**src/hw/core_pkg.sv**
```systemverilog
`default_nettype none

package core_pkg;

  localparam int data_w    = 16;
  localparam int reg_n     = 16;
  localparam int mem_depth = 256;
  localparam int credits   = 4;

  localparam int reg_idx_w  = $clog2(reg_n);
  localparam int mem_addr_w = $clog2(mem_depth);
  localparam int q_ptr_w    = $clog2(credits);
  localparam int q_cnt_w    = $clog2(credits + 1);

  // immediate forms reuse the low bits with prefix 01.
  typedef enum logic [5:0] {
    op_nop   = 6'b000000,
    op_add   = 6'b000001,
    op_sub   = 6'b000010,
    op_not   = 6'b000011,
    op_and   = 6'b000100,
    op_or    = 6'b000101,
    op_nand  = 6'b000110,
    op_nor   = 6'b000111,
    op_mov   = 6'b001000,
    op_sar   = 6'b001001,
    op_shr   = 6'b001010,
    op_shl   = 6'b001011,
    op_xor   = 6'b001100,
    op_test  = 6'b001101,
    op_cmp   = 6'b001110,
    op_addi  = 6'b010001,
    op_subi  = 6'b010010,
    op_noti  = 6'b010011,
    op_andi  = 6'b010100,
    op_ori   = 6'b010101,
    op_nandi = 6'b010110,
    op_nori  = 6'b010111,
    op_movi  = 6'b011000,
    op_sari  = 6'b011001,
    op_shri  = 6'b011010,
    op_shli  = 6'b011011,
    op_xori  = 6'b011100,
    op_testi = 6'b011101,
    op_cmpi  = 6'b011110,
    op_lw    = 6'b100000,
    op_la    = 6'b100001,
    op_sw    = 6'b100010,
    op_sa    = 6'b100011,
    op_jmp   = 6'b110000,
    op_je    = 6'b110001,
    op_jne   = 6'b110010,
    op_jl    = 6'b110011,
    op_jle   = 6'b110100,
    op_jg    = 6'b110101,
    op_jge   = 6'b110110,
    op_jz    = 6'b110111,
    op_jnz   = 6'b111000,
    op_jo    = 6'b111001,
    op_jr    = 6'b111010
  } opcode_e;

  // values line up with the opcode low bits.
  typedef enum logic [3:0] {
    alu_nop  = 4'd0,
    alu_add  = 4'd1,
    alu_sub  = 4'd2,
    alu_not  = 4'd3,
    alu_and  = 4'd4,
    alu_or   = 4'd5,
    alu_nand = 4'd6,
    alu_nor  = 4'd7,
    alu_mov  = 4'd8,
    alu_sar  = 4'd9,
    alu_shr  = 4'd10,
    alu_shl  = 4'd11,
    alu_xor  = 4'd12,
    alu_test = 4'd13,
    alu_cmp  = 4'd14
  } alu_op_e;

  typedef enum logic [1:0] {
    mem_nop,
    mem_read,
    mem_write
  } mem_op_e;

  typedef enum logic [3:0] {
    jmp_nop,
    jmp_j,
    jmp_je,
    jmp_jne,
    jmp_jl,
    jmp_jle,
    jmp_jg,
    jmp_jge,
    jmp_jz,
    jmp_jnz,
    jmp_jo,
    jmp_jr
  } jmp_op_e;

  typedef struct packed {
    opcode_e                opcode;
    logic [reg_idx_w-1:0]   rd;
    logic [reg_idx_w-1:0]   rs;
    logic [reg_idx_w-1:0]   rt;
    logic [data_w-1:0]      imm;
  } instr_t;

  typedef struct packed {
    logic    reg_dst;      // 1 selects rd, else rt.
    logic    alu_src;      // 1 selects imm as operand b.
    logic    mem_to_reg;
    logic    reg_write;
    logic    address_src;  // 1 addresses memory by imm alone.
    alu_op_e alu_op;
    mem_op_e mem_op;
    jmp_op_e jop;
    logic    flag_write;
  } ctrl_t;

  typedef struct packed {
    logic zero;
    logic sign;
    logic carry;
    logic overflow;
  } flags_t;

  typedef struct packed {
    logic                 valid;
    logic [data_w-1:0]    pc;
    logic [data_w-1:0]    next_pc;
    logic                 reg_write;
    logic [reg_idx_w-1:0] wr_reg;
    logic [data_w-1:0]    wr_data;
    logic                 mem_write;
    logic [data_w-1:0]    mem_addr;
    logic [data_w-1:0]    mem_data;
    logic                 taken;
    flags_t               flags;     // value after the instruction.
  } retire_t;

endpackage

`default_nettype wire

```
**src/hw/reg_file.sv**
```systemverilog
`timescale 1ns/10ps
`default_nettype none

module reg_file (
  input  logic                           clk,
  input  logic                           arst_n,
  input  logic [core_pkg::reg_idx_w-1:0] rs_addr,
  input  logic [core_pkg::reg_idx_w-1:0] rt_addr,
  output logic [core_pkg::data_w-1:0]    rs_data,
  output logic [core_pkg::data_w-1:0]    rt_data,
  input  logic                           we,
  input  logic [core_pkg::reg_idx_w-1:0] wr_addr,
  input  logic [core_pkg::data_w-1:0]    wr_data
);
  import core_pkg::*;

  logic [data_w-1:0] regs [reg_n];

  assign rs_data = regs[rs_addr];
  assign rt_data = regs[rt_addr];

  // r0 is writable like any other.
  always_ff @(posedge clk or negedge arst_n) begin
    if (!arst_n) begin
      for (int i = 0; i < reg_n; i++) begin
        regs[i] <= '0;
      end
    end else if (we) begin
      regs[wr_addr] <= wr_data;
    end
  end

endmodule

`default_nettype wire

```
**config.mk**
```make
export PLATFORM = sky130hd
export DESIGN_NAME = reg_file
export DESIGN_NICKNAME = d
export VERILOG_FILES = /design/src/hw/core_pkg.sv /design/src/hw/reg_file.sv
export SDC_FILE = /design/constraint.sdc
export NUM_CORES = 1
export LEC_CHECK = 0
export ABC_AREA = 1
export BUFFER_PORTS_ARGS = -buffer_cell sky130_fd_sc_hd__buf_4
export CORE_ASPECT_RATIO = 0.5
export CORE_MARGIN = 5
export CORE_UTILIZATION = 35
export CTS_BUF_LIST = sky130_fd_sc_hd__clkbuf_8
export DETAILED_ROUTE_END_ITERATION = 8
export GPL_TIMING_DRIVEN = 0
export PLACE_DENSITY = 0.49
export SYNTH_ARGS = -nofsm -noshare
export SYNTH_HDL_FRONTEND = slang
export SYNTH_SLANG_ARGS = --single-unit
```
**constraint.sdc**
```tcl
create_clock -name clk -period 2.9 [get_ports clk]
set_clock_uncertainty 0.05 [all_clocks]
set_input_delay 0.58 -clock clk [delete_from_list [all_inputs] [get_ports clk]]
set_output_delay 0.58 -clock clk [all_outputs]
set_load 0.01 [all_outputs]
```
# Yosys cells after proc, flatten, opt, wreduce, memory -nomap -nowiden
# Index checks and enable logic that the tools add are counted.
[word_totals]
in_bits = 31
ram_bits = 0
mem_count = 0
mem_bits_ro = 0
register_bits = 256
wordCells = 33
latchBits = 0
[op_classes]
shifts = 0
muxes = 9
eq_ne = 0
order_cmp = 4
div_mod_pow = 0
mul = 0
addsub = 0
bitwise_logic = 3
reduce_logical = 1
[ops]
columns = ["cell", "n"]
rows = [
  ["$bwmux 256", 1],
  ["$bmux 16 s4", 2],
  ["$mux 16", 5],
  ["$demux 16 s4", 1],
  ["$ge 5x5->1 const B", 3],
  ["$not 4->5", 3],
  ["$lt 5x1->1 const B", 1],
  ["$logic_and 1x1->1", 1],
]

# Logic depth before layout (Yosys ltp)
[logic_depth]
depth_word = 6
mapped_depth = 8
ltp_nobuf = 6

# Least setup slack after synthesis
# OpenSTA, ideal clock, no wires.
[synth_timing]
path_kind = "input port to output port"
start = "input port rt_addr[2] in the netlist's numbering"
end = "output port rt_data[12] in the netlist's numbering"
setup_slack_ns = 0.906
path_stages = 6
arrival_ns = 1.364
path_cell_list = "clkbuf_1 > inv_1 > clkbuf_1 > nand3_1 > nand3_1 > nand2_1"
[synth_via]
elab_chain_len = 4
[synth_lines]
columns = ["element", "line_no", "source"]
rows = [
  ["start, declared", "reg_file.sv:8", "input logic [core_pkg::reg_idx_w-1:0] rt_addr,"],
  ["$not 4->5 (implied by the code)", "reg_file.sv:20", "assign rt_data = regs[rt_addr];"],
  ["$bmux 16 s4", "reg_file.sv:20", ""],
  ["$mux 16 (implied by the code) (2 in a row)", "reg_file.sv:20", ""],
  ["end, declared", "reg_file.sv:10", "output logic [core_pkg::data_w-1:0] rt_data,"],
]
# No other way between the ends. The select of a mux whose other input is x is not followed.

# Worst setup path after layout
[layout_timing]
start = "input port rt_addr[1] in the netlist's numbering"
end = "output port rt_data[15] in the netlist's numbering"
# The elaborated chain is that of the path after synthesis.

==> results.toml <==
[cells_and_area]
number_of_flip_flops_in_the_largest_register = 256
regMostFlops = "regs"
multi_input_area_um2 = 6695
synthesis_to_layout_area_growth_pct = 14.29
num_antenna_cells = 0
final_design_area_no_fill_um2 = 17030
num-nets-final = 2358
final_layout_size_suffix_gt1_share_pct = 10.87
ff_latch_area_um2 = 6406
layout_top_registers = "regs: 256 flops"
final.fill_count = 4623
final-instance-count-excl-fill = 2933

[worst_setup_path]
timing.critical_path.slowest_stage_cell = "clkbuf_1"
worst-endpoint-required_ps = 2270
critPathTopFamily = "buffers and inverters"
worstPathBufferInverterCount = 4
worstReg2RegStart = "regs[75]"
rrSetupSlack_ps = 2000
worst_ep_arrival_time_ps = 2310
rr_worst_depth = 2
timing.critical_path.to = "rt_data[15]"
critical_path.cell_chain = "buf_4, inv_2, clkbuf_1, nand3_1, nand3_1, nand3_1, nand2_1, buf_4"
timing.critical_path.to_type = "output pin"
critical_path_depth = 8
critical_path.max_stage_delay_ps = 640
timing.critical_path.from_type = "input port"
worst_path_most_repeated_cell = "nand3_1"
top_fanout_value_on_the_critical_path = 10
critPathKind = "input port to output pin"
critical_path.reg2reg.endpoint = "regs[75]"
crit_start = "rt_addr[1]"

[detailed_routing]
antenna_violating_nets_post_route = 0
route.detailed.drc = 0
drt_first_pass_iters = 7
via_per_inst = 5.445
drt-initial-drc-count = 2485
detail_route.wl_per_cell_um = 25.67
vias = 15969
wirelength_um = 75300

[yosys]
post_synth_num_cell_types = 17
synth-seq-area-share_pct = 43.00
post-synth-top-area-cell = "dfrtp_1"
yosysWarningCount = 0
netlist_top_cells_area = "dfrtp_1 (43%), nand2_1 (20%), nand3_1 (15%)"
syn_nets = 2255
synth_top_area_share_pct = 43.00
synth_seq_cells = 256
synth.cell_area_um2 = 14900
synth_cells = 2224
syn-mean-instance-area_um2 = 6.699

[job]
maxCapViolCount = 0

[power]
p_per_area_nw_per_um2 = 684.4
ir_worst_vdd_mv = 0.2316
sequentialPowerShare_pct = 40.2
power.net_switching_mw = 4.444
power_switching_share_pct = 38.13
power_frac_comb_pct = 29.9
clock_power_share_pct = 29.9
internal_power_mw = 7.209
cellLeakagePower_nw = 8.869

[timing]
hold_viol_final = 0
timing.final.crit_share_pct = 101.4
finalWorstSetupSlack_ps = -39.52
final_period_minus_worst_setup_slack_ps = 2940
timing.max_slew.rel_slack_pct = 37.32
tns_ps = -108.5
slew_viol_final = 0
hold-worst-slack_ps = 249.3
worst-slew-pin-transition_ps = 939.2
max_freq_ghz = 0.3402
setup_violations = 4

[die]
fp.dieH_um = 155.9
top_level_ports = 63
initial_core_util_pct = 35.44
die_width_um = 301.8
design.core.area_um2 = 42040
placementRows = 53
die-area_um2 = 47040

[clocking]
cts-buffers-inserted = 41
htree_num_levels = 2
cts_num_sinks = 256
cts_root_buffer = "clkbuf_8"
worst_setup_hold_path_clk_slew_ps = 70
cts-root-to-sink-buffers = 3
clkLatencyLatePin_ps = 560
clock_tree_from_tritoncts = "yes"

[global_routing]
globalRouteOverflowTotal = 0
antenna_found_initial = 1
wire_length_of_the_first_global_routing_pass_um = 106000
grt.total_usage_pct = 31.46
grt_max_degree = 110
vias_in_the_first_global_route = 14209

[placement]
port_buffers = 57
dpl_cell_area_um2 = 16110
pre_cts_slack_ps = -154.6
dp_hpwl_um = 56200
place.detailed.instances = 2860
gp_congestion = 1.116

[hold_path]
timing.hold.worst_path_depth = 3
hold_path.class = "input port to flip-flop"

[run_status]
outcome = "finished with violations"
failed_checks = "negative setup slack"
==> worst register-to-register path: stages (launching register included) <==
cell,delay [ps]
dfrtp_1,370
inv_1,220
o21ai_0,140
==> routing by layer <==
metal	track usage [%]	vias up	wire length, um
li1	-	7222	-
met1	50.39	7728	36680
met3	11.22	104	9704
met5	1.488	-	114
met2	39.17	913	26940
met4	6.884	2	1859
==> Yosys cell counts, drive strengths merged <==
| master | instances |
|---|---|
| clkbuf | 40 |
| o21ai | 256 |
| inv | 285 |
| nand3 | 453 |
| nor2 | 12 |
| nand2 | 810 |
| dfrtp | 256 |
| nand4 | 1 |
| buf | 111 |
==> what timing repair did <==
item	in CTS	in global routing
hold buffers	1	0
hold endpoints to repair	44	0
buffers inserted	0	0
endpoints found under the setup margin	30	13
gates cloned	0	0
resized for setup	11	9
==> power groups by stage <==
stage          Sequential (mW)  Clock, mW  Combinational (mW)
3_3_place_gp              4.70          0                3.30
6_report                  4.69       3.49                3.48
4_1_cts                   4.68       3.53                3.33
5_1_grt                   4.77       3.68                3.79
3_5_place_dp              4.73          0                3.32
2_1_floorplan             4.64          0                1.93
==> layout make-up <==
class | instances | area share, %
plain buffers | 151 | 4.387
clock buffers | 50 | 4.042
inverters | 285 | 6.283
flip-flops and latches | 256 | 37.62
clock inverters | 22 | 1.161
multi-input cells | 1532 | 39.32
repair buffers | 60 | 2.939
well taps | 577 | 4.240
==> worst min-delay path by stage <==
stage	start	to	slack (ps)
detailed placement	regs[182]	regs[182]	420
floorplan	arst_n	regs[0]	230
global placement	regs[192]	regs[192]	420
finish	wr_data[15]	regs[143]	250
global route	wr_data[3]	regs[163]	260
CTS	wr_data[15]	regs[143]	230
==> cells by family (layout without fill, tap and decap cells) <==
kind of cell | Yosys count | after routing | share of synthesized area, %
AO/OA/AOI/OAI | 256 | 256 | 8.600
buffers and inverters | 436 | 568 | 12.06
flip-flops | 256 | 256 | 43.00
AND/OR/NAND/NOR | 1276 | 1276 | 36.34
==> per-stage QoR <==
stage | total power [mW] | util (%)
floorplan | 6.568 | -
global placement | 7.996 | 38.17
detailed placement | 8.054 | 38.32
CTS | 11.54 | 40.48
global route | 12.24 | 40.50
finish | 11.65 | 40.50
==> layout by cell type (no fill, tap or decap) <==
cell type	netlist	final
nand2_2	2	2
nor2_4	5	5
clkinv_2	0	5
buf_1	8	3
buf_2	92	96
clkbuf_8	0	50
buf_16	0	2
dlygate4sd3_1	0	1
nand3_1	453	453
clkinvlp_4	0	1
nand2_1	808	808
nand4_1	1	1
inv_2	3	3
buf_8	0	1
nor2_1	2	2
clkbuf_2	3	15
buf_4	11	67
o21ai_0	246	246
bufinv_16	0	4
inv_1	282	294
o21ai_1	10	10
clkbuf_1	37	26
nor2_2	5	5
dfrtp_1	256	256
No activity file was read; power rests on OpenSTA's default activity.
