[config.mk]
export PLATFORM = sky130hd
export DESIGN_NAME = control_unit
export DESIGN_NICKNAME = d
export VERILOG_FILES = /design/src/hw/core_pkg.sv /design/src/hw/control_unit.sv
export SDC_FILE = /design/constraint.sdc
export NUM_CORES = 1
export LEC_CHECK = 0
export ABC_AREA = 1
export BUFFER_PORTS_ARGS = -buffer_cell sky130_fd_sc_hd__buf_4
export CAP_MARGIN = 30
export CORE_AREA = 2 2 39 41
export DETAILED_ROUTE_END_ITERATION = 12
export DIE_AREA = 0 0 41 43
export PLACE_DENSITY = 0.63
export SLEW_MARGIN = 0
export SYNTH_ARGS = -nofsm -noshare
export SYNTH_HDL_FRONTEND = slang
export SYNTH_SLANG_ARGS = --single-unit
[constraint.sdc]
create_clock -name vclk -period 3.2
set_input_delay 0.32 -clock vclk [all_inputs]
set_output_delay 0.32 -clock vclk [all_outputs]
set_load 0.005 [all_outputs]
[src/hw/core_pkg.sv]
`default_nettype none

package core_pkg;

  localparam int data_w    = 16;
  localparam int reg_n     = 16;
  localparam int mem_depth = 256;
  localparam int credits   = 4;

  localparam int reg_idx_w  = $clog2(reg_n);
  localparam int mem_addr_w = $clog2(mem_depth);
  localparam int q_ptr_w    = $clog2(credits);
  localparam int q_cnt_w    = $clog2(credits + 1);

  // immediate forms reuse the low bits with prefix 01.
  typedef enum logic [5:0] {
    op_nop   = 6'b000000,
    op_add   = 6'b000001,
    op_sub   = 6'b000010,
    op_not   = 6'b000011,
    op_and   = 6'b000100,
    op_or    = 6'b000101,
    op_nand  = 6'b000110,
    op_nor   = 6'b000111,
    op_mov   = 6'b001000,
    op_sar   = 6'b001001,
    op_shr   = 6'b001010,
    op_shl   = 6'b001011,
    op_xor   = 6'b001100,
    op_test  = 6'b001101,
    op_cmp   = 6'b001110,
    op_addi  = 6'b010001,
    op_subi  = 6'b010010,
    op_noti  = 6'b010011,
    op_andi  = 6'b010100,
    op_ori   = 6'b010101,
    op_nandi = 6'b010110,
    op_nori  = 6'b010111,
    op_movi  = 6'b011000,
    op_sari  = 6'b011001,
    op_shri  = 6'b011010,
    op_shli  = 6'b011011,
    op_xori  = 6'b011100,
    op_testi = 6'b011101,
    op_cmpi  = 6'b011110,
    op_lw    = 6'b100000,
    op_la    = 6'b100001,
    op_sw    = 6'b100010,
    op_sa    = 6'b100011,
    op_jmp   = 6'b110000,
    op_je    = 6'b110001,
    op_jne   = 6'b110010,
    op_jl    = 6'b110011,
    op_jle   = 6'b110100,
    op_jg    = 6'b110101,
    op_jge   = 6'b110110,
    op_jz    = 6'b110111,
    op_jnz   = 6'b111000,
    op_jo    = 6'b111001,
    op_jr    = 6'b111010
  } opcode_e;

  // values line up with the opcode low bits.
  typedef enum logic [3:0] {
    alu_nop  = 4'd0,
    alu_add  = 4'd1,
    alu_sub  = 4'd2,
    alu_not  = 4'd3,
    alu_and  = 4'd4,
    alu_or   = 4'd5,
    alu_nand = 4'd6,
    alu_nor  = 4'd7,
    alu_mov  = 4'd8,
    alu_sar  = 4'd9,
    alu_shr  = 4'd10,
    alu_shl  = 4'd11,
    alu_xor  = 4'd12,
    alu_test = 4'd13,
    alu_cmp  = 4'd14
  } alu_op_e;

  typedef enum logic [1:0] {
    mem_nop,
    mem_read,
    mem_write
  } mem_op_e;

  typedef enum logic [3:0] {
    jmp_nop,
    jmp_j,
    jmp_je,
    jmp_jne,
    jmp_jl,
    jmp_jle,
    jmp_jg,
    jmp_jge,
    jmp_jz,
    jmp_jnz,
    jmp_jo,
    jmp_jr
  } jmp_op_e;

  typedef struct packed {
    opcode_e                opcode;
    logic [reg_idx_w-1:0]   rd;
    logic [reg_idx_w-1:0]   rs;
    logic [reg_idx_w-1:0]   rt;
    logic [data_w-1:0]      imm;
  } instr_t;

  typedef struct packed {
    logic    reg_dst;      // 1 selects rd, else rt.
    logic    alu_src;      // 1 selects imm as operand b.
    logic    mem_to_reg;
    logic    reg_write;
    logic    address_src;  // 1 addresses memory by imm alone.
    alu_op_e alu_op;
    mem_op_e mem_op;
    jmp_op_e jop;
    logic    flag_write;
  } ctrl_t;

  typedef struct packed {
    logic zero;
    logic sign;
    logic carry;
    logic overflow;
  } flags_t;

  typedef struct packed {
    logic                 valid;
    logic [data_w-1:0]    pc;
    logic [data_w-1:0]    next_pc;
    logic                 reg_write;
    logic [reg_idx_w-1:0] wr_reg;
    logic [data_w-1:0]    wr_data;
    logic                 mem_write;
    logic [data_w-1:0]    mem_addr;
    logic [data_w-1:0]    mem_data;
    logic                 taken;
    flags_t               flags;     // value after the instruction.
  } retire_t;

endpackage

`default_nettype wire

[src/hw/control_unit.sv]
`timescale 1ns/10ps
`default_nettype none

module control_unit (
  input  core_pkg::opcode_e opcode,
  output core_pkg::ctrl_t   ctrl
);
  import core_pkg::*;

  always_comb begin
    ctrl = '0;  // everything off, acts as nop.

    case (opcode)
      op_add, op_sub, op_not, op_and, op_or, op_nand, op_nor,
      op_mov, op_sar, op_shr, op_shl, op_xor, op_test, op_cmp: begin
        ctrl.reg_dst   = 1'b1;
        ctrl.reg_write = 1'b1;
        ctrl.alu_op    = alu_op_e'(opcode[3:0]);
      end
      op_addi, op_subi, op_noti, op_andi, op_ori, op_nandi, op_nori,
      op_movi, op_sari, op_shri, op_shli, op_xori, op_testi, op_cmpi: begin
        ctrl.alu_src   = 1'b1;
        ctrl.reg_write = 1'b1;
        ctrl.alu_op    = alu_op_e'(opcode[3:0]);
      end
      op_lw, op_la: begin
        ctrl.alu_src     = 1'b1;
        ctrl.mem_to_reg  = 1'b1;
        ctrl.reg_write   = 1'b1;
        ctrl.mem_op      = mem_read;
        ctrl.address_src = (opcode == op_la);
        ctrl.alu_op      = (opcode == op_la) ? alu_nop : alu_add;
      end
      op_sw, op_sa: begin
        ctrl.alu_src     = 1'b1;
        ctrl.mem_op      = mem_write;
        ctrl.address_src = (opcode == op_sa);
        ctrl.alu_op      = (opcode == op_sa) ? alu_nop : alu_add;
      end
      op_jmp: ctrl.jop = jmp_j;
      op_je:  ctrl.jop = jmp_je;
      op_jne: ctrl.jop = jmp_jne;
      op_jl:  ctrl.jop = jmp_jl;
      op_jle: ctrl.jop = jmp_jle;
      op_jg:  ctrl.jop = jmp_jg;
      op_jge: ctrl.jop = jmp_jge;
      op_jz:  ctrl.jop = jmp_jz;
      op_jnz: ctrl.jop = jmp_jnz;
      op_jo:  ctrl.jop = jmp_jo;
      op_jr:  ctrl.jop = jmp_jr;
      default: ctrl = '0;  // unknown opcode.
    endcase

    // compares only leave flags behind.
    if (ctrl.alu_op == alu_test || ctrl.alu_op == alu_cmp) begin
      ctrl.reg_write = 1'b0;
    end

    ctrl.flag_write = (ctrl.alu_op != alu_nop);
  end

endmodule

`default_nettype wire

# After elaboration in Yosys (flattened, before gate mapping)
# Cells that the tools add are included.
# word_totals
out_inout_bits	16
in_bits	6
elab_cells	64
ff_bits	0
# classes
eq_ne	45
reduce_logical	8
n_mux	11
# ops
op	count
equality test 6 bit (second input constant)	15
equality test 6 x 5 -> 1 bit (second input constant)	14
case mux 4 bit (11 select lines)	1
equality test 6 x 4 -> 1 bit (second input constant)	7
OR reduction 30 bit	1
OR reduction 28 bit	1
equality test 6 x 3 -> 1 bit (second input constant)	4
OR reduction 18 bit	1
OR reduction 14 bit	1
equality test 6 x 2 -> 1 bit (second input constant)	2
case mux 4 bit (3 select lines)	1
equality test 4 bit (second input constant)	2
two-way mux 1 bit	7
equality test 6 x 1 -> 1 bit (second input constant)	1
case mux 2 bit (2 select lines)	1
nonzero test 4 bit	1
OR reduction 2 bit	2
case mux 1 bit (2 select lines)	1
logical OR 1 bit	1

# Depth between registers and ports, before layout
# logic_depth
depth_word	6
ltp_mapped	11

# Worst setup path before layout
# Ideal clock, no wire load.
# synth_timing
path_type	input port to output port
from	input port opcode[1]
to	output port ctrl[0] (netlist name)
n_path_buf	1
cell_stages	9
setup_slack_ns	1.656
t_required_ns	2.880
t_arrival_ns	1.224
cell_sequence	buf_6 nor2_2 nand2_1 nand2_1 nor2_1 nor2_4 nand3_4 o21bai_2 nand3_1
# synth_lines
item	line	source
start, declared	control_unit.sv:5	input core_pkg::opcode_e opcode,
end, declared	control_unit.sv:6	output core_pkg::ctrl_t ctrl

==> implementation parameters <==
Parameter                              Value

Final layout
  Area growth syn-to-layout ... 44.6%
  Clock buffer cells ... 0
  Count of nets after finishing ... 107
  Sequential cell count of the final layout ... 0
  Register cell area after layout ... 0 µm²
  Fraction of final layout cells sized beyond drive strength 1 ... 36.4%
  Filler cells ... 168
  Number of antenna cells inserted ... 0
  Commonest cells after routing, fill and taps aside ... nand2_1 (22), buf_4 (22), nor2_1 (20), inv_1 (12), nand2_2 (4)

Power
  Switching power as a share of total power ... 53.4%
  Maximum vdd ir drop ... 0.0473 mV
  Net switching power figure ... 0.0398 mW
  Proportion of power drawn by the clock network ... 0%
  Fraction of power consumed by combinational cells ... 100.0%
  Leakage dissipation ... 0.344 nW
  Power Internal ... 0.0348 mW
  Share of power burned in registers ... 0%
  PD cells ... 136 mW/mm²

Min path
  Worst hold path startpoint ... opcode[1]
  Hold path endpoint ... ctrl[5]
  Number of instances on the worst hold path ... 3
  Worst Hold Class ... input port to output pin

Routing
  Count of vias placed by the detailed router ... 502
  Drt first-iter violations ... 8
  Routed WL ... 990 µm
  Routed wire length per instance ... 8.61 µm
  Routed vias/inst ... 4.37
  First-pass DRT Iterations ... 4
  Post-detailed-route DRC marker count ... 0
  Detail Route Antenna Nets ... 0

STA
  Minimum clock period after layout ... 1.80 ns
  Number of setup violations in the final report ... 0
  Slew at the pin closest to its max-slew limit ... 0.278 ns
  Fmax ... 0.555 GHz
  Tcrit/Tclk final ... 56.3%
  Pins Over Slew Limit ... 0
  Worst max-slew margin expressed relative to the limit ... 81.2%
  Summed negative setup slack over all endpoints ... 0 ns
  Final hold violation count ... 0
  Hold_ws ... 0.957 ns
  Setup repair after global routing missed its margin ... false

Placement
  IO buf count ... 22
  Detailed placer's ending HPWL ... 867 µm
  GP Congestion ... 0.818

Die
  Die outline width ... 41 µm
  Rows ... 14
  Die Area ... 0.00176 mm²
  Num ports ... 22
  Starting density of the core ... 27.4%
  Placeable core area ... 0.00138 mm²
  Die Span Y ... 43 µm

Logic synthesis
  Gate Count Post-Synth ... 79
  Xor/xnor cell area share of the yosys netlist ... 0%
  Compound-Gate Fraction of Synth Area ... 14.9%
  Cell types with the largest area share after synthesis ... nand2_1 (22%), nor2_1 (20%), inv_1 (12%), nand2_2 (6.6%), nand3_4 (4.6%)
  Synth Warn # ... 0
  Combinational family with the most area after synthesis ... simple AND/OR/NAND/NOR gates
  Syn avg cell area ... 4.80 µm²
  Netlist area before placement ... 379 µm²
  Share of synthesized area spent on multiplexers ... 0%
  Biggest area consumer among synthesized cells ... nand2_1
  Share of Yosys cell area claimed by the top area cell type ... 21.8%
  Synth Net Count ... 85
  Adder and majority gate portion of the synthesized area ... 0%
  Area fraction in and, or, nand and nor cells after synthesis ... 64.7%
  Distinct cells, synth ... 21
  Sequential cell area fraction in the yosys report ... 0%

Job
  Max-cap violations ... 0

Global routing
  Global route total overflow ... 0
  Number of antenna violations at the first check in global routing ... 0
  Vias in the first global route ... 424
  Global-route wire length before repair ... 1700 µm
  Maximum number of pins on one net before global-route repair ... 9
  GRT Util Overall ... 12.6%

CTS
  Post-cts resize count ... 0
  Post-cts hold buffer count ... 0
  Post-CTS Setup Repair Bufs ... 0

Critical path
  CP Capture Type ... output pin
  Data required time at the worst endpoint ... 2.88 ns
  Worst-path maximum fanout ... 8
  CP Data Arrival Time ... 1.48 ns
  Setup crit start kind ... input port
  Path type of the worst setup path ... input port to output pin

Run status
  Outcome ... finished clean
layout make-up:
class | instances | area, µm² | share of cell area [%]
inverter | 16 | 61.3 | 11.2
timing repair buffer | 22 | 165 | 30.1
multi-input combinational | 61 | 302 | 55.0
tap | 16 | 20.0 | 3.65
through the flow:
stage	total power, mW	cells	util, %	worst slack, ns	area [µm²]
after floorplan	0.0439	79	-	1.66	379
after global placement	0.0751	115	39.6	1.44	548
after detailed placement	0.0752	115	39.6	1.39	548
after CTS	0.0754	115	39.6	1.39	548
after global routing	0.0844	115	39.6	1.25	548
final	0.0746	115	39.6	1.40	548
critical path: stages:
cell and delay, ns:
buf_4 0.14, nor2_2 0.21, nor2_1 0.07, nand2_1 0.10, nand2_2 0.07, nor2_4 0.09, nand3_4 0.11, o21bai_2 0.14
nand3_1 0.08, buf_4 0.14
synthesized netlist by cell type:
| cell | instances |
|---|---|
| a211oi_1 | 1 |
| a21oi_1 | 1 |
| a221oi_1 | 1 |
| and3_1 | 1 |
| buf_2 | 1 |
| buf_6 | 1 |
| clkinv_2 | 1 |
| inv_1 | 12 |
| inv_2 | 3 |
| nand2_1 | 22 |
| nand2_2 | 4 |
| nand3_1 | 1 |
| nand3_4 | 1 |
| nor2_1 | 20 |
| nor2_2 | 2 |
| nor2_4 | 1 |
| nor3_2 | 1 |
| o21ai_0 | 1 |
| o21ai_1 | 2 |
| o21bai_2 | 1 |
| o311ai_1 | 1 |
power by group through the flow:
stage	logic [mW]	registers, mW	clock network [mW]
2_1_floorplan	0.0439	0	0
3_3_place_gp	0.0751	0	0
3_5_place_dp	0.0752	0	0
4_1_cts	0.0754	0	0
5_1_grt	0.0844	0	0
6_report	0.0746	0	0
kinds of logic (layout without fill, tap and decap cells):
kind of cell,after synthesis,in the layout
buffers and inverters,18,38
AOI/OAI and AO/OA,8,8
and+or+nand+nor,53,53
how the worst max path moves through the flow:
| stage | cells after the start | endpoint | startpoint | slack [ns] |
|---|---|---|---|---|
| detailed placement | 10 | ctrl[0] | opcode[1] | 1.39 |
| CTS | 10 | ctrl[0] | opcode[1] | 1.39 |
| global route | 10 | ctrl[12] | opcode[1] | 1.25 |
| floorplan | 9 | ctrl[0] | opcode[1] | 1.66 |
| finish | 10 | ctrl[0] | opcode[1] | 1.40 |
| global placement | 10 | ctrl[0] | opcode[1] | 1.44 |
per-layer routing:
layer / track usage [%] / routed length [µm] / up-vias
li1: - / - / 279
met3: 0 / 42 / 0
met5: 0 / 0 / -
met1: 18.7 / 481 / 211
met4: 0 / 0 / 0
met2: 20.9 / 467 / 12
Power figures use the tool's default switching activity.
