## config.mk

```make
export PLATFORM = sky130hd
export DESIGN_NAME = instr_queue
export DESIGN_NICKNAME = d
export VERILOG_FILES = /design/src/hw/core_pkg.sv /design/src/hw/instr_queue.sv
export SDC_FILE = /design/constraint.sdc
export NUM_CORES = 1
export LEC_CHECK = 0
export ABC_AREA = 1
export ABC_CLOCK_PERIOD_IN_PS = 3600
export BUFFER_PORTS_ARGS = -buffer_cell sky130_fd_sc_hd__buf_2
export CAP_MARGIN = 20
export CORE_ASPECT_RATIO = 0.75
export CORE_UTILIZATION = 50
export CTS_CLUSTER_DIAMETER = 200
export DETAILED_ROUTE_END_ITERATION = 10
export PLACE_DENSITY_LB_ADDON = 0.05
export SYNTH_ARGS = -nofsm -noshare
export SYNTH_HDL_FRONTEND = slang
export SYNTH_SLANG_ARGS = --single-unit
```

## constraint.sdc

```tcl
create_clock -name clk -period 3.6 [get_ports clk]
set_input_delay 0.36 -clock clk [delete_from_list [all_inputs] [get_ports clk]]
set_output_delay 0.36 -clock clk [all_outputs]
set_load 0.005 [all_outputs]
```

## src/hw/core_pkg.sv

```systemverilog
`default_nettype none

package core_pkg;

  localparam int data_w    = 16;
  localparam int reg_n     = 16;
  localparam int mem_depth = 256;
  localparam int credits   = 4;

  localparam int reg_idx_w  = $clog2(reg_n);
  localparam int mem_addr_w = $clog2(mem_depth);
  localparam int q_ptr_w    = $clog2(credits);
  localparam int q_cnt_w    = $clog2(credits + 1);

  // immediate forms reuse the low bits with prefix 01.
  typedef enum logic [5:0] {
    op_nop   = 6'b000000,
    op_add   = 6'b000001,
    op_sub   = 6'b000010,
    op_not   = 6'b000011,
    op_and   = 6'b000100,
    op_or    = 6'b000101,
    op_nand  = 6'b000110,
    op_nor   = 6'b000111,
    op_mov   = 6'b001000,
    op_sar   = 6'b001001,
    op_shr   = 6'b001010,
    op_shl   = 6'b001011,
    op_xor   = 6'b001100,
    op_test  = 6'b001101,
    op_cmp   = 6'b001110,
    op_addi  = 6'b010001,
    op_subi  = 6'b010010,
    op_noti  = 6'b010011,
    op_andi  = 6'b010100,
    op_ori   = 6'b010101,
    op_nandi = 6'b010110,
    op_nori  = 6'b010111,
    op_movi  = 6'b011000,
    op_sari  = 6'b011001,
    op_shri  = 6'b011010,
    op_shli  = 6'b011011,
    op_xori  = 6'b011100,
    op_testi = 6'b011101,
    op_cmpi  = 6'b011110,
    op_lw    = 6'b100000,
    op_la    = 6'b100001,
    op_sw    = 6'b100010,
    op_sa    = 6'b100011,
    op_jmp   = 6'b110000,
    op_je    = 6'b110001,
    op_jne   = 6'b110010,
    op_jl    = 6'b110011,
    op_jle   = 6'b110100,
    op_jg    = 6'b110101,
    op_jge   = 6'b110110,
    op_jz    = 6'b110111,
    op_jnz   = 6'b111000,
    op_jo    = 6'b111001,
    op_jr    = 6'b111010
  } opcode_e;

  // values line up with the opcode low bits.
  typedef enum logic [3:0] {
    alu_nop  = 4'd0,
    alu_add  = 4'd1,
    alu_sub  = 4'd2,
    alu_not  = 4'd3,
    alu_and  = 4'd4,
    alu_or   = 4'd5,
    alu_nand = 4'd6,
    alu_nor  = 4'd7,
    alu_mov  = 4'd8,
    alu_sar  = 4'd9,
    alu_shr  = 4'd10,
    alu_shl  = 4'd11,
    alu_xor  = 4'd12,
    alu_test = 4'd13,
    alu_cmp  = 4'd14
  } alu_op_e;

  typedef enum logic [1:0] {
    mem_nop,
    mem_read,
    mem_write
  } mem_op_e;

  typedef enum logic [3:0] {
    jmp_nop,
    jmp_j,
    jmp_je,
    jmp_jne,
    jmp_jl,
    jmp_jle,
    jmp_jg,
    jmp_jge,
    jmp_jz,
    jmp_jnz,
    jmp_jo,
    jmp_jr
  } jmp_op_e;

  typedef struct packed {
    opcode_e                opcode;
    logic [reg_idx_w-1:0]   rd;
    logic [reg_idx_w-1:0]   rs;
    logic [reg_idx_w-1:0]   rt;
    logic [data_w-1:0]      imm;
  } instr_t;

  typedef struct packed {
    logic    reg_dst;      // 1 selects rd, else rt.
    logic    alu_src;      // 1 selects imm as operand b.
    logic    mem_to_reg;
    logic    reg_write;
    logic    address_src;  // 1 addresses memory by imm alone.
    alu_op_e alu_op;
    mem_op_e mem_op;
    jmp_op_e jop;
    logic    flag_write;
  } ctrl_t;

  typedef struct packed {
    logic zero;
    logic sign;
    logic carry;
    logic overflow;
  } flags_t;

  typedef struct packed {
    logic                 valid;
    logic [data_w-1:0]    pc;
    logic [data_w-1:0]    next_pc;
    logic                 reg_write;
    logic [reg_idx_w-1:0] wr_reg;
    logic [data_w-1:0]    wr_data;
    logic                 mem_write;
    logic [data_w-1:0]    mem_addr;
    logic [data_w-1:0]    mem_data;
    logic                 taken;
    flags_t               flags;     // value after the instruction.
  } retire_t;

endpackage

`default_nettype wire

```

## src/hw/instr_queue.sv

```systemverilog
`timescale 1ns/10ps
`default_nettype none

module instr_queue (
  input  logic             clk,
  input  logic             arst_n,
  input  logic             in_valid,
  input  core_pkg::instr_t in_instr,
  input  logic             pop,
  output logic             issue_valid,
  output core_pkg::instr_t issue_instr,
  output logic             credit_return
);
  import core_pkg::*;

  instr_t             slots [credits];
  logic [q_ptr_w-1:0] wr_ptr;
  logic [q_ptr_w-1:0] rd_ptr;
  logic [q_cnt_w-1:0] count;
  logic               push;
  logic               pull;

  // a push while full only happens if the sender ignores its credits.
  assign push          = in_valid && (count != q_cnt_w'(credits));
  assign pull          = pop && issue_valid;
  assign issue_valid   = (count != '0);
  assign issue_instr   = slots[rd_ptr];
  assign credit_return = pull;  // one credit back per issue.

  always_ff @(posedge clk or negedge arst_n) begin
    if (!arst_n) begin
      wr_ptr <= '0;
      rd_ptr <= '0;
      count  <= '0;
    end else begin
      if (push) begin
        wr_ptr <= (wr_ptr == q_ptr_w'(credits - 1)) ? '0 : wr_ptr + 1'b1;
      end
      if (pull) begin
        rd_ptr <= (rd_ptr == q_ptr_w'(credits - 1)) ? '0 : rd_ptr + 1'b1;
      end
      count <= count + q_cnt_w'(push) - q_cnt_w'(pull);
    end
  end

  always_ff @(posedge clk) begin
    if (push) begin
      slots[wr_ptr] <= in_instr;
    end
  end

endmodule

`default_nettype wire

```

### After elaboration in Yosys (flattened, before gate mapping)

Memory sizes are Yosys's and may differ from the RTL's.
Cells that the tools add are included.

* reduce and logical (&&, ||, !) cells: 3
* eq/ne operators: 3
* add/subtract/negate cells: 4
* muxes and demuxes: 4

Operators with widths (number)
* adder 2 x 1 -> 2 bit, second input constant: 2
* == test 2 bit, second input constant: 2
* 2-to-1 mux 2 bit: 2
* adder 3 x 1 -> 3 bit: 1
* inequality test 3 bit, second input constant: 1
* nonzero test 3 bit: 1
* subtractor 3 x 1 -> 3 bit: 1
* logical AND 1 bit: 2
* 2-to-1 mux 1 bit: 2

* memories: 1
* input port bits: 38
* logic and storage cells: 18
* output and inout port bits: 36
* RAM bits: 136
* register bits: 7

Memory list
* slots: words 4, bits a word 34, read ports 1, clocked after memory_dff 0, wr ports 1, RTL line instr_queue.sv:16 `instr_t slots [credits];`

### Depth between registers and ports, before layout

* depth in word-level cells: 4
* mapped depth: 12
* gate-level depth less buffers: 12

### Least setup slack after synthesis

OpenSTA, ideal clock, no wires.

* path kind: reg2reg
* start point: register count[1]
* end point: memory slots[0][0] (netlist bit), enable pin
* cell stages (with the launch flop): 5
* buffers on the path: 0
* slack: 1.002 ns
* library setup time: 0.425 ns
* data arrival time: 2.173 ns
* cell sequence: dfrtp_1 -> nor2_1 -> nand2_1 -> nand2_1 -> nor2_1

* longest elaborated chain between the ends: 4

RTL lines
* start: declaration: RTL line instr_queue.sv:19 `logic [q_cnt_w-1:0] count;`
* start signal: assignment: RTL line instr_queue.sv:42 `count <= count + q_cnt_w'(push) - q_cnt_w'(pull);`
* inequality test 3 bit: RTL line instr_queue.sv:24 `assign push = in_valid && (count != q_cnt_w'(credits));`
* logical AND 1 bit: RTL line instr_queue.sv:24
* 2-to-1 mux 1 bit: RTL line instr_queue.sv:47 `if (push) begin`
* 2-to-1 mux 1 bit (not written as such): RTL line instr_queue.sv:48 `slots[wr_ptr] <= in_instr;`
* end: declaration: RTL line instr_queue.sv:16

Every way passes these cells.

==> load_flow_metrics.sql <==
INSERT INTO impl_metrics (metric_group, metric, value, unit) VALUES
('synthesis', 'netlist_instances', '452', ''),
('grt', 'grt_usage', '0.190', ''),
('setup_path', 'ff2ff_setup_slack', '1350', 'ps'),
('sta', 'fin_crit_sh', '0.730', ''),
('sta', 'setup_viol_count_final', '0', ''),
('route', 'route.detailed.drc', '0', ''),
('route', 'routed_wl', '10300', 'um'),
('sta', 'timing.hold.ws', '173', 'ps'),
('sta', 'fin_setup_tns', '0', 'ps'),
('setup_path', 'cp-end-kind', 'output pin', ''),
('power', 'power_leakage', '0.00281', 'uW'),
('run', 'timing.max_cap.violations', '0', ''),
('synthesis', 'synth.largest_area_cell', 'sky130_fd_sc_hd__edfxtp_1', ''),
('setup_path', 'path_delay_family', 'flip-flops', ''),
('route', 'wire_length_per_cell_after_detailed_routing', '15.1', 'um'),
('synthesis', 'syn_area', '5810', 'um^2'),
('floorplanning', 'design.core.area', '11100', 'um^2'),
('setup_path', 'worstPathCellList', 'buf_4 -> nand2_1 -> o211ai_1 -> nand2_1 -> buf_2', ''),
('clocking', 'clock-sinks', '143', ''),
('synthesis', 'yosysUniqueCellTypes', '15', ''),
('route', 'drtPass1Iterations', '4', ''),
('route', 'detailroute.via_count', '3393', ''),
('setup_path', 'slowest_stage', 'sky130_fd_sc_hd__dfrtp_4', ''),
('sta', 'worst_slew_pin_slew', '898', 'ps'),
('sta', 'final-max-slew-violation-count', '0', ''),
('setup_path', 'critical_path_required', '3240', 'ps'),
('power', 'comb_power_share', '0.275', ''),
('clocking', 'clk_root_buffer_cell', 'sky130_fd_sc_hd__clkbuf_16', ''),
('cells_and_area', 'utilization_after_layout', '0.622', ''),
('grt', 'maximum_number_of_pins_on_one_net_before_global_route_repair', '92', ''),
('grt', 'number_of_global_route_vias_before_repair', '3298', ''),
('clocking', 'cts_max_level', '4', ''),
('min_path', 'holdCritPathClass', 'in -> reg', ''),
('power', 'final_total_pwr', '5660', 'uW'),
('synthesis', 'synth_top_cell_area_share', '0.703', ''),
('power', 'power.share.clock', '0.295', ''),
('status', 'outcome', 'complete, no violations', ''),
('synthesis', 'synth-seq-cells', '143', ''),
('setup_path', 'critPathMaxFanout', '91', ''),
('cells_and_area', 'ant_cells', '0', ''),
('placement', 'placement.io_buffers', '73', ''),
('power', 'seq_power_share', '0.430', ''),
('sta', 'hold_viol', '0', ''),
('synthesis', 'total_nets_after_synthesis', '498', ''),
('sta', 'min_period', '2630', 'ps'),
('clocking', 'register_clock_pin_slew_on_the_reported_worst_setup_and_hold_paths', '60', 'ps'),
('sta', 'grt_setup_unrepaired', 'no', ''),
('route', 'initialDrtViolationCount', '141', ''),
('power', 'vdd.ir_drop.worst', '0.381', 'mV'),
('synthesis', 'ys_warn_count', '0', ''),
('setup_path', 'start_kind', 'flop', ''),
('cells_and_area', 'area.growth.synth_to_final', '19.1', '%'),
('power', 'p_int', '3890', 'uW'),
('floorplanning', 'die_height', '95.3', 'um'),
('power', 'switchingPower', '1770', 'uW'),
('synthesis', 'synth_seq_area_share', '0.734', ''),
('placement', 'place_congestion', '0.714', ''),
('clocking', 'tritoncts', 'yes', ''),
('synthesis', 'post_synth_main_area_contributors', 'sky130_fd_sc_hd__edfxtp_1, sky130_fd_sc_hd__o211ai_1, sky130_fd_sc_hd__nand2_1', ''),
('grt', 'grt_antenna_before_repair', '0', ''),
('floorplanning', 'die_boundary_width', '126', 'um'),
('setup_path', 'critical_path.n_buffers_inverters', '2', ''),
('grt', 'grt_residual_overflow', '0', ''),
('setup_path', 'slowest_delay', '990', 'ps'),
('clocking', 'ctsLongestPathBuffers', '2', ''),
('route', 'detail-route-antenna-nets', '0', ''),
('setup_path', 'cp_data_arrival_time', '2270', 'ps'),
('clocking', 'post_cts_resized', '0', ''),
('sta', 'slew-limit-headroom', '0.401', ''),
('floorplanning', 'boundaryPins', '74', ''),
('power', 'pwrdens', '818', 'nW/um^2');
## routing by layer
layer / part of all wire / vias to the layer above / GRT usage
met2: 0.48 / 67 / 0.297
met5: 0 / - / 0
met3: 0.039 / 2 / 0.0410
met1: 0.48 / 1614 / 0.261
met4: 0.0030 / 0 / 0.0793
li1: - / 1710 / -
## Yosys cell counts (all sizes together)
cell type,n
buf,21
clkbuf,1
dfrtp,7
edfxtp,136
fa,1
ha,7
inv,81
nand2,117
nand3,4
nor2,7
o211ai,68
xnor2,1
xor2,1
## cells by family after synthesis
logic type               Yosys count  synth area share
AND/OR/NAND/NOR                  128            0.0836
flip-flops                       143             0.734
adder cells (fa/ha/maj)            8            0.0185
AO/OA/AOI/OAI                     68            0.0879
buffers and inverters            103            0.0733
XOR/XNOR                           2           0.00302
## area by class of cell
class / instances / area [um^2]
Clock buffer: 21 / 440
Clock inverter: 9 / 119
Fill cell: 863 / 4190
Inverter: 81 / 304
Multi-Input combinational cell: 206 / 1150
Sequential cell: 143 / 4260
Tap cell: 140 / 175
Timing Repair Buffer: 81 / 460
## stage by stage
step / setup slack (ps) / instance area (um^2) / cells
after CTS: 967 / 6890 / 680
after global placement: 1340 / 6300 / 648
after detailed placement: 1310 / 6320 / 649
after global routing: 762 / 6910 / 681
after floorplan: 1000 / 5810 / 452
final: 973 / 6910 / 681
## final timing paths
kind                                        from                endpoint  depth (start not counted)
min in group asynchronous                 arst_n   rd_ptr[0]$_DFFE_PN0P_                          2
setup / recovery           rd_ptr[0]$_DFFE_PN0P_          issue_instr[5]                          5
setup reg to reg              count[1]$_DFF_PN0_   slots[2][7]$_DFFE_PP_                          5
hold / removal                      in_instr[30]  slots[0][30]$_DFFE_PP_                          1
hold reg to reg               count[0]$_DFF_PN0_      count[0]$_DFF_PN0_                          1
max in group asynchronous                 arst_n   rd_ptr[0]$_DFFE_PN0P_                          2
## flip-flops by register name, summed over array words and instances (netlist names)
name / cells
wr_ptr: 2
count: 3
slots: 136
rd_ptr: 2
## power groups by stage
stage                     clock network [uW]  registers [uW]  logic, uW
after detailed placement                   0            2470       1580
after global placement                     0            2460       1530
after global routing                    1770            2480       1800
after CTS                               1700            2440       1580
after floorplan                            0            2320       1120
final                                   1670            2430       1560
## placed cells by master, fill, tap and decap left out, drive strengths merged
cell type    instances
nor2                 7
clkbuf              21
clkinvlp             1
xor2                 1
ha                   7
fa                   1
nand2              117
clkinv               5
edfxtp             136
nand3                4
buf                 80
xnor2                1
dlygate4sd3          1
inv                 81
o211ai              68
bufinv               3
dfrtp                7
## repair_timing
action                                 4_1_cts  5_1_grt
endpoints found under the hold margin        7        0
buffers inserted                             0        0
hold buffers                                 1        0
## worst reg2reg max path, cell delays in order, from the launching register on
cell and delay (ps):
sky130_fd_sc_hd__dfrtp_1 440, sky130_fd_sc_hd__nor2_1 90, sky130_fd_sc_hd__nand2_1 100, sky130_fd_sc_hd__nand2_1 270
sky130_fd_sc_hd__nor2_4 720, sky130_fd_sc_hd__buf_4 330
(Power assumes the default switching activity.)
