===== src/hw/core_pkg.sv =====
`default_nettype none

package core_pkg;

  localparam int data_w    = 16;
  localparam int reg_n     = 16;
  localparam int mem_depth = 256;
  localparam int credits   = 4;

  localparam int reg_idx_w  = $clog2(reg_n);
  localparam int mem_addr_w = $clog2(mem_depth);
  localparam int q_ptr_w    = $clog2(credits);
  localparam int q_cnt_w    = $clog2(credits + 1);

  // immediate forms reuse the low bits with prefix 01.
  typedef enum logic [5:0] {
    op_nop   = 6'b000000,
    op_add   = 6'b000001,
    op_sub   = 6'b000010,
    op_not   = 6'b000011,
    op_and   = 6'b000100,
    op_or    = 6'b000101,
    op_nand  = 6'b000110,
    op_nor   = 6'b000111,
    op_mov   = 6'b001000,
    op_sar   = 6'b001001,
    op_shr   = 6'b001010,
    op_shl   = 6'b001011,
    op_xor   = 6'b001100,
    op_test  = 6'b001101,
    op_cmp   = 6'b001110,
    op_addi  = 6'b010001,
    op_subi  = 6'b010010,
    op_noti  = 6'b010011,
    op_andi  = 6'b010100,
    op_ori   = 6'b010101,
    op_nandi = 6'b010110,
    op_nori  = 6'b010111,
    op_movi  = 6'b011000,
    op_sari  = 6'b011001,
    op_shri  = 6'b011010,
    op_shli  = 6'b011011,
    op_xori  = 6'b011100,
    op_testi = 6'b011101,
    op_cmpi  = 6'b011110,
    op_lw    = 6'b100000,
    op_la    = 6'b100001,
    op_sw    = 6'b100010,
    op_sa    = 6'b100011,
    op_jmp   = 6'b110000,
    op_je    = 6'b110001,
    op_jne   = 6'b110010,
    op_jl    = 6'b110011,
    op_jle   = 6'b110100,
    op_jg    = 6'b110101,
    op_jge   = 6'b110110,
    op_jz    = 6'b110111,
    op_jnz   = 6'b111000,
    op_jo    = 6'b111001,
    op_jr    = 6'b111010
  } opcode_e;

  // values line up with the opcode low bits.
  typedef enum logic [3:0] {
    alu_nop  = 4'd0,
    alu_add  = 4'd1,
    alu_sub  = 4'd2,
    alu_not  = 4'd3,
    alu_and  = 4'd4,
    alu_or   = 4'd5,
    alu_nand = 4'd6,
    alu_nor  = 4'd7,
    alu_mov  = 4'd8,
    alu_sar  = 4'd9,
    alu_shr  = 4'd10,
    alu_shl  = 4'd11,
    alu_xor  = 4'd12,
    alu_test = 4'd13,
    alu_cmp  = 4'd14
  } alu_op_e;

  typedef enum logic [1:0] {
    mem_nop,
    mem_read,
    mem_write
  } mem_op_e;

  typedef enum logic [3:0] {
    jmp_nop,
    jmp_j,
    jmp_je,
    jmp_jne,
    jmp_jl,
    jmp_jle,
    jmp_jg,
    jmp_jge,
    jmp_jz,
    jmp_jnz,
    jmp_jo,
    jmp_jr
  } jmp_op_e;

  typedef struct packed {
    opcode_e                opcode;
    logic [reg_idx_w-1:0]   rd;
    logic [reg_idx_w-1:0]   rs;
    logic [reg_idx_w-1:0]   rt;
    logic [data_w-1:0]      imm;
  } instr_t;

  typedef struct packed {
    logic    reg_dst;      // 1 selects rd, else rt.
    logic    alu_src;      // 1 selects imm as operand b.
    logic    mem_to_reg;
    logic    reg_write;
    logic    address_src;  // 1 addresses memory by imm alone.
    alu_op_e alu_op;
    mem_op_e mem_op;
    jmp_op_e jop;
    logic    flag_write;
  } ctrl_t;

  typedef struct packed {
    logic zero;
    logic sign;
    logic carry;
    logic overflow;
  } flags_t;

  typedef struct packed {
    logic                 valid;
    logic [data_w-1:0]    pc;
    logic [data_w-1:0]    next_pc;
    logic                 reg_write;
    logic [reg_idx_w-1:0] wr_reg;
    logic [data_w-1:0]    wr_data;
    logic                 mem_write;
    logic [data_w-1:0]    mem_addr;
    logic [data_w-1:0]    mem_data;
    logic                 taken;
    flags_t               flags;     // value after the instruction.
  } retire_t;

endpackage

`default_nettype wire


===== src/hw/branch_unit.sv =====
`timescale 1ns/10ps
`default_nettype none

module branch_unit (
  input  logic                        clk,
  input  logic                        arst_n,
  input  logic                        issue,
  input  core_pkg::jmp_op_e           jop,
  input  logic                        flag_write,
  input  core_pkg::flags_t            alu_flags,
  input  logic [core_pkg::data_w-1:0] target_imm,
  input  logic [core_pkg::data_w-1:0] rs_data,
  output logic [core_pkg::data_w-1:0] pc,
  output logic [core_pkg::data_w-1:0] next_pc,
  output logic                        taken,
  output core_pkg::flags_t            flags
);
  import core_pkg::*;

  flags_t            flags_q;
  logic [data_w-1:0] pc_q;
  logic [data_w-1:0] target;
  logic              less;

  // signed less-than from the flags before this instruction.
  assign less = flags_q.sign ^ flags_q.overflow;

  always_comb begin
    target = target_imm;
    case (jop)
      jmp_j:           taken = 1'b1;
      jmp_je, jmp_jz:  taken = flags_q.zero;
      jmp_jne, jmp_jnz: taken = !flags_q.zero;
      jmp_jl:          taken = less;
      jmp_jle:         taken = less || flags_q.zero;
      jmp_jg:          taken = !less && !flags_q.zero;
      jmp_jge:         taken = !less;
      jmp_jo:          taken = flags_q.overflow;
      jmp_jr: begin
        taken  = 1'b1;
        target = rs_data;  // register indirect.
      end
      default:         taken = 1'b0;
    endcase
  end

  assign pc      = pc_q;
  assign next_pc = taken ? target : pc_q + 1'b1;
  assign flags   = flag_write ? alu_flags : flags_q;

  always_ff @(posedge clk or negedge arst_n) begin
    if (!arst_n) begin
      pc_q    <= '0;
      flags_q <= '0;
    end else if (issue) begin
      pc_q <= next_pc;
      if (flag_write) begin
        flags_q <= alu_flags;
      end
    end
  end

endmodule

`default_nettype wire


===== config.mk =====
export PLATFORM = sky130hd
export DESIGN_NAME = branch_unit
export DESIGN_NICKNAME = d
export VERILOG_FILES = /design/src/hw/core_pkg.sv /design/src/hw/branch_unit.sv
export SDC_FILE = /design/constraint.sdc
export NUM_CORES = 1
export LEC_CHECK = 0
export BUFFER_PORTS_ARGS = -buffer_cell sky130_fd_sc_hd__clkbuf_2
export CORE_UTILIZATION = 43
export CTS_CLUSTER_SIZE = 14
export DETAILED_ROUTE_END_ITERATION = 10
export PLACE_DENSITY = 0.73
export SLEW_MARGIN = 20
export SYNTH_ARGS = -nofsm -noshare
export SYNTH_HDL_FRONTEND = slang
export SYNTH_SLANG_ARGS = --single-unit

===== constraint.sdc =====
create_clock -name clk -period 2.41 [get_ports clk]
set_input_delay 0.1205 -clock clk [delete_from_list [all_inputs] [get_ports clk]]
set_output_delay 0.1205 -clock clk [all_outputs]
set_load 0.005 [all_outputs]

## Yosys cells after proc, flatten, opt, wreduce, memory -nomap -nowiden

Index checks and enable logic that the tools add are counted.

- Output and inout port bits: 37
- Logic and storage cells: 29
- Input bits: 44
- Register bits: 20

- Bitwise gates (word level): 1
- Equal/unequal tests: 11
- Muxes and demuxes: 4
- Add/subtract/negate cells: 1
- Reductions and logical operators: 7

Operator list:

| kind | number |
|---|---|
| 16-bit 2-to-1 mux | 2 |
| 16-bit by 1-bit adder with 16-bit output, second input constant | 1 |
| 4-bit by 3-bit equality test with 1-bit output, second input constant | 4 |
| 4-bit equality test, second input constant | 4 |
| 4-bit by 2-bit equality test with 1-bit output, second input constant | 2 |
| 1-bit one-hot mux with 8 select lines | 1 |
| 2-bit OR reduction | 3 |
| 4-bit by 1-bit equality test with 1-bit output, second input constant | 1 |
| 4-bit 2-to-1 mux | 1 |
| 1-bit zero test | 2 |
| 1-bit logical AND | 1 |
| 1-bit logical OR | 1 |
| 1-bit bitwise XOR | 1 |

## Depth between registers and ports, before layout

- Depth after elaboration: 5
- Mapped depth: 9
- Mapped depth without buffers: 6

## Worst setup path after synthesis

Ideal clock, no wire load.

- Path type: flip-flop to flip-flop
- Start: register pc_q[0] (netlist: pc[0])
- End: register pc_q[14] (netlist: pc[14])
- Required time: 2.287 ns
- Stages on the path, launching flop included: 8
- Path slack: 0.444 ns
- Arrival time: 1.843 ns
- Library setup time: 0.123 ns
- Buffers on the path: 1
- Clock period less this slack: 1.966 ns
- Cell sequence: dfrtp_1 -> ha_1 -> and4_1 -> clkbuf_1 -> and4_1 -> nor2b_1 -> nand3_1 -> o221a_1

- Longest elaborated chain between the ends: 2

RTL lines:

| what | RTL line | RTL |
|---|---|---|
| start: declaration | branch_unit.sv:21 | `logic [data_w-1:0] pc_q;` |
| start signal: assignment | branch_unit.sv:56 | `pc_q <= next_pc;` |
| 16-bit by 1-bit adder with 16-bit output | branch_unit.sv:48 | `assign next_pc = taken ? target : pc_q + 1'b1;` |
| 16-bit 2-to-1 mux | branch_unit.sv:48 |  |

Every way passes these cells.
A chain may end at the register's enable or synchronous reset.

## Final worst setup path

- Start: register flags_q[0] in the netlist's numbering
- End: output next_pc[4] in the netlist's numbering

- Longest elaborated chain between the ends: 5
- Elaborated cells between the ends (all ways): 6
- Classes of those cells: mux: 2; bitwise: 1; reduce/logical: 3

RTL lines:

| what | RTL line | RTL |
|---|---|---|
| start: declaration | branch_unit.sv:20 | `flags_t flags_q;` |
| start signal: assignment | branch_unit.sv:58 | `flags_q <= alu_flags;` |
| 1-bit bitwise XOR | branch_unit.sv:26 | `assign less = flags_q.sign ^ flags_q.overflow;` |
| 1-bit zero test | branch_unit.sv:36, branch_unit.sv:37 |  |
| 1-bit logical AND | branch_unit.sv:36 | `jmp_jg: taken = !less && !flags_q.zero;` |
| 1-bit one-hot mux with 8 select lines * | branch_unit.sv:30 | `case (jop)` |
| 16-bit 2-to-1 mux * | branch_unit.sv:48 |  |
| end: declaration | branch_unit.sv:14 | `output logic [core_pkg::data_w-1:0] next_pc,` |

Every way passes the cells marked *; elsewhere a longest branch is shown, timed or not.

==> results.json <==
{
  "routed_wl_um": 4920,
  "dr.pass1.iters": 4,
  "synth_area_mm2": 0.00186,
  "layout_common_cells": "clkbuf_2, nor2_1, dfrtp_1, mux2i_1, a21oi_1",
  "ys_async_sr_fraction_pct": 100,
  "syn_nets": 267,
  "cts_num_sinks": 20,
  "synth_top_area_share_pct": 26.9,
  "crit_start": "flags_q[0]",
  "ys_warn_count": 0,
  "cts_tree": "built",
  "clkTransAtPathRegs_ps": 80,
  "status": "completed",
  "rows": 23,
  "die-area_mm2": 0.00460,
  "vias_per_cell": 5.56,
  "grt_max_degree": 31,
  "power_density_mw_per_mm2": 822,
  "drv_slew": 0,
  "reg2reg_slack_ps": 290,
  "grt_usage_pct": 22.9,
  "setup_violations": 0,
  "ys_ff_latch": 20,
  "r2r_end": "pc[4]",
  "critical_path.max_fanout": 8,
  "area_growth_pct": 29.6,
  "cts_made_buffers": 3,
  "htreeDepth": 1,
  "r2r_cells": 7,
  "worst_ep_arrival_time_ps": 2180,
  "syn_avg_cell_area_um2": 8.39,
  "criticalPathCategory": "reg -> out",
  "synth_area_leaders": "dfrtp_1, mux2i_1, mux2_2, xnor2_1, nor2_1",
  "synthFlopType": "dfrtp_1",
  "finalCriticalPeriod_ps": 2300,
  "finalWeightedCongestion": 0.814,
  "cts_root_buf": "clkbuf_8",
  "port_buffers": 80,
  "fin_crit_sh_pct": 95.6,
  "finalClockSkew_ps": 4.30,
  "antenna_found_initial": 0,
  "end_kind": "primary output",
  "cts_buffer_depth": 2,
  "worstSetupEndpoint": "next_pc[4]",
  "slew_headroom_pct": 63.2,
  "cp.required_ps": 2290,
  "start_util_pct": 45.6,
  "grt.overflow.total": 0,
  "synth_cells": 222,
  "grt_pass1_wl_um": 7980,
  "leakage_nw": 1.21,
  "worst_pin_slew_ps": 547,
  "synth_cell_types": 51,
  "reg2reg_from": "flags_q[0]",
  "ant_nets": 0,
  "yosysSeqAreaShare_pct": 26.9,
  "layout_setup_ws_ps": 107,
  "vias": 1947,
  "drc": 0,
  "cap_violations": 0,
  "synth_edf_count": 0,
  "route.detailed.wl_per_inst_um": 14.0,
  "fin_area_mm2": 0.00241,
  "rsz0062_at_grt": "false",
  "coreArea_mm2": 0.00409,
  "antenna_cells": 0,
  "yosysTopAreaCell": "dfrtp_1",
  "final_util_pct": 59.0,
  "drt_iter0_drc": 102,
  "mostFrequentLayoutCell": "clkbuf_2",
  "cp-start-kind": "flip-flop",
  "drive_gt1_share_pct": 37.0,
  "ios": 81,
  "pre_cts_ws_ps": 295,
  "clkLatencyLatePin_ps": 270,
  "hold_path.class": "in -> reg",
  "fin_tns_setup_ps": 0,
  "max_freq_mhz": 434,
  "hpwl_um": 3600,
  "num-nets-final": 346,
  "n_fill_cell": 372,
  "max-vdd-ir-drop_uv": 425,
  "dpl-instance-area_mm2": 0.00230,
  "die_y_um": 67.8,
  "grt_pass1_vias": 1690,
  "hold_viol": 0,
  "die_x_um": 67.8
}
## worst max-delay path: stages, from the launching register on
cell and delay, ps:
dfrtp_1 430, xnor2_2 210, mux2_4 350, nor3_4 220
inv_2 120, or3_1 370, o21ai_0 80, clkbuf_2 140
## cell families (layout without fill, tap and decap cells)
group	Yosys count	in the layout	synth area share, %
simple gates	85	85	24.9
mux	32	32	18.1
fa+ha+maj	1	1	0.672
compound gates	46	46	17.3
buf+inv	25	103	6.05
xor+xnor	13	13	6.12
flops	20	20	26.9
## layout make-up
cell class                      instances  area (um^2)  share of cell area [%]
Timing Repair Buffer                   89          478                    19.8
Multi-Input combinational cell        177         1260                    52.3
Tap cell                               50         62.6                    2.59
Inverter                               10         37.5                    1.56
Clock inverter                          1         30.0                    1.24
Clock buffer                            3         41.3                    1.71
Sequential cell                        20          500                    20.7
## per-stage QoR
| stage | cells | hold WS, ps | power, mW |
|---|---|---|---|
| finish | 350 | 217 | 1.98 |
| global route | 350 | 250 | 2.15 |
| CTS | 349 | 217 | 1.98 |
| detailed placement | 344 | 130 | 1.62 |
| global placement | 344 | 129 | 1.61 |
| floorplan | 222 | -175 | 1.23 |
## power breakdown
part           switching [mW]  leakage [nW]  internal (mW)
clock network           0.124        0.0357          0.222
registers               0.210         0.221          0.450
logic                   0.473         0.953          0.506
## worst min path at each step
stage | start | end | slack [ps] | cells after the start
detailed placement | arst_n | flags_q[1] | 130 | 1
global placement | arst_n | flags_q[1] | 130 | 1
finish | alu_flags[1] | flags_q[1] | 220 | 4
global route | alu_flags[3] | flags_q[3] | 250 | 4
floorplan | arst_n | flags_q[0] | -180 | 0
CTS | alu_flags[0] | flags_q[0] | 220 | 4
## cells in the mapped netlist, types with 2 or more instances
| cell type | number |
|---|---|
| a21oi_1 | 17 |
| a22oi_1 | 6 |
| and3_1 | 4 |
| and4_1 | 5 |
| buf_2 | 6 |
| clkbuf_1 | 6 |
| dfrtp_1 | 20 |
| inv_1 | 8 |
| inv_2 | 2 |
| mux2_2 | 12 |
| mux2i_1 | 19 |
| nand2_1 | 13 |
| nand3_1 | 11 |
| nand4_1 | 5 |
| nand4b_1 | 2 |
| nor2_1 | 26 |
| nor3_1 | 2 |
| nor3b_1 | 2 |
| nor4_1 | 4 |
| o211a_1 | 2 |
| o21a_1 | 3 |
| o21ai_0 | 2 |
| o21ai_1 | 5 |
| o22a_1 | 2 |
| xnor2_1 | 12 |
## repair_timing
action,CTS,global route
gates resized for setup,1,4
gates cloned,0,0
hold buffers,1,0
pin swaps,0,1
endpoints found under the hold margin,20,0
buffers inserted,0,1
endpoints found under the setup margin,1,7
## metal layers
| layer | up-vias | wire length (um) | global-route usage, % |
|---|---|---|---|
| met5 | - | 0 | 0 |
| met4 | 0 | 80 | 7.81 |
| met3 | 6 | 255 | 2.03 |
| met2 | 73 | 2360 | 38.0 |
| met1 | 897 | 2220 | 30.7 |
| li1 | 971 | - | - |
## state kept, by name (all words and copies together) (netlist names)
register / flops
pc: 16
flags_q: 4
Note: power is estimated with default switching activity, not from simulation.
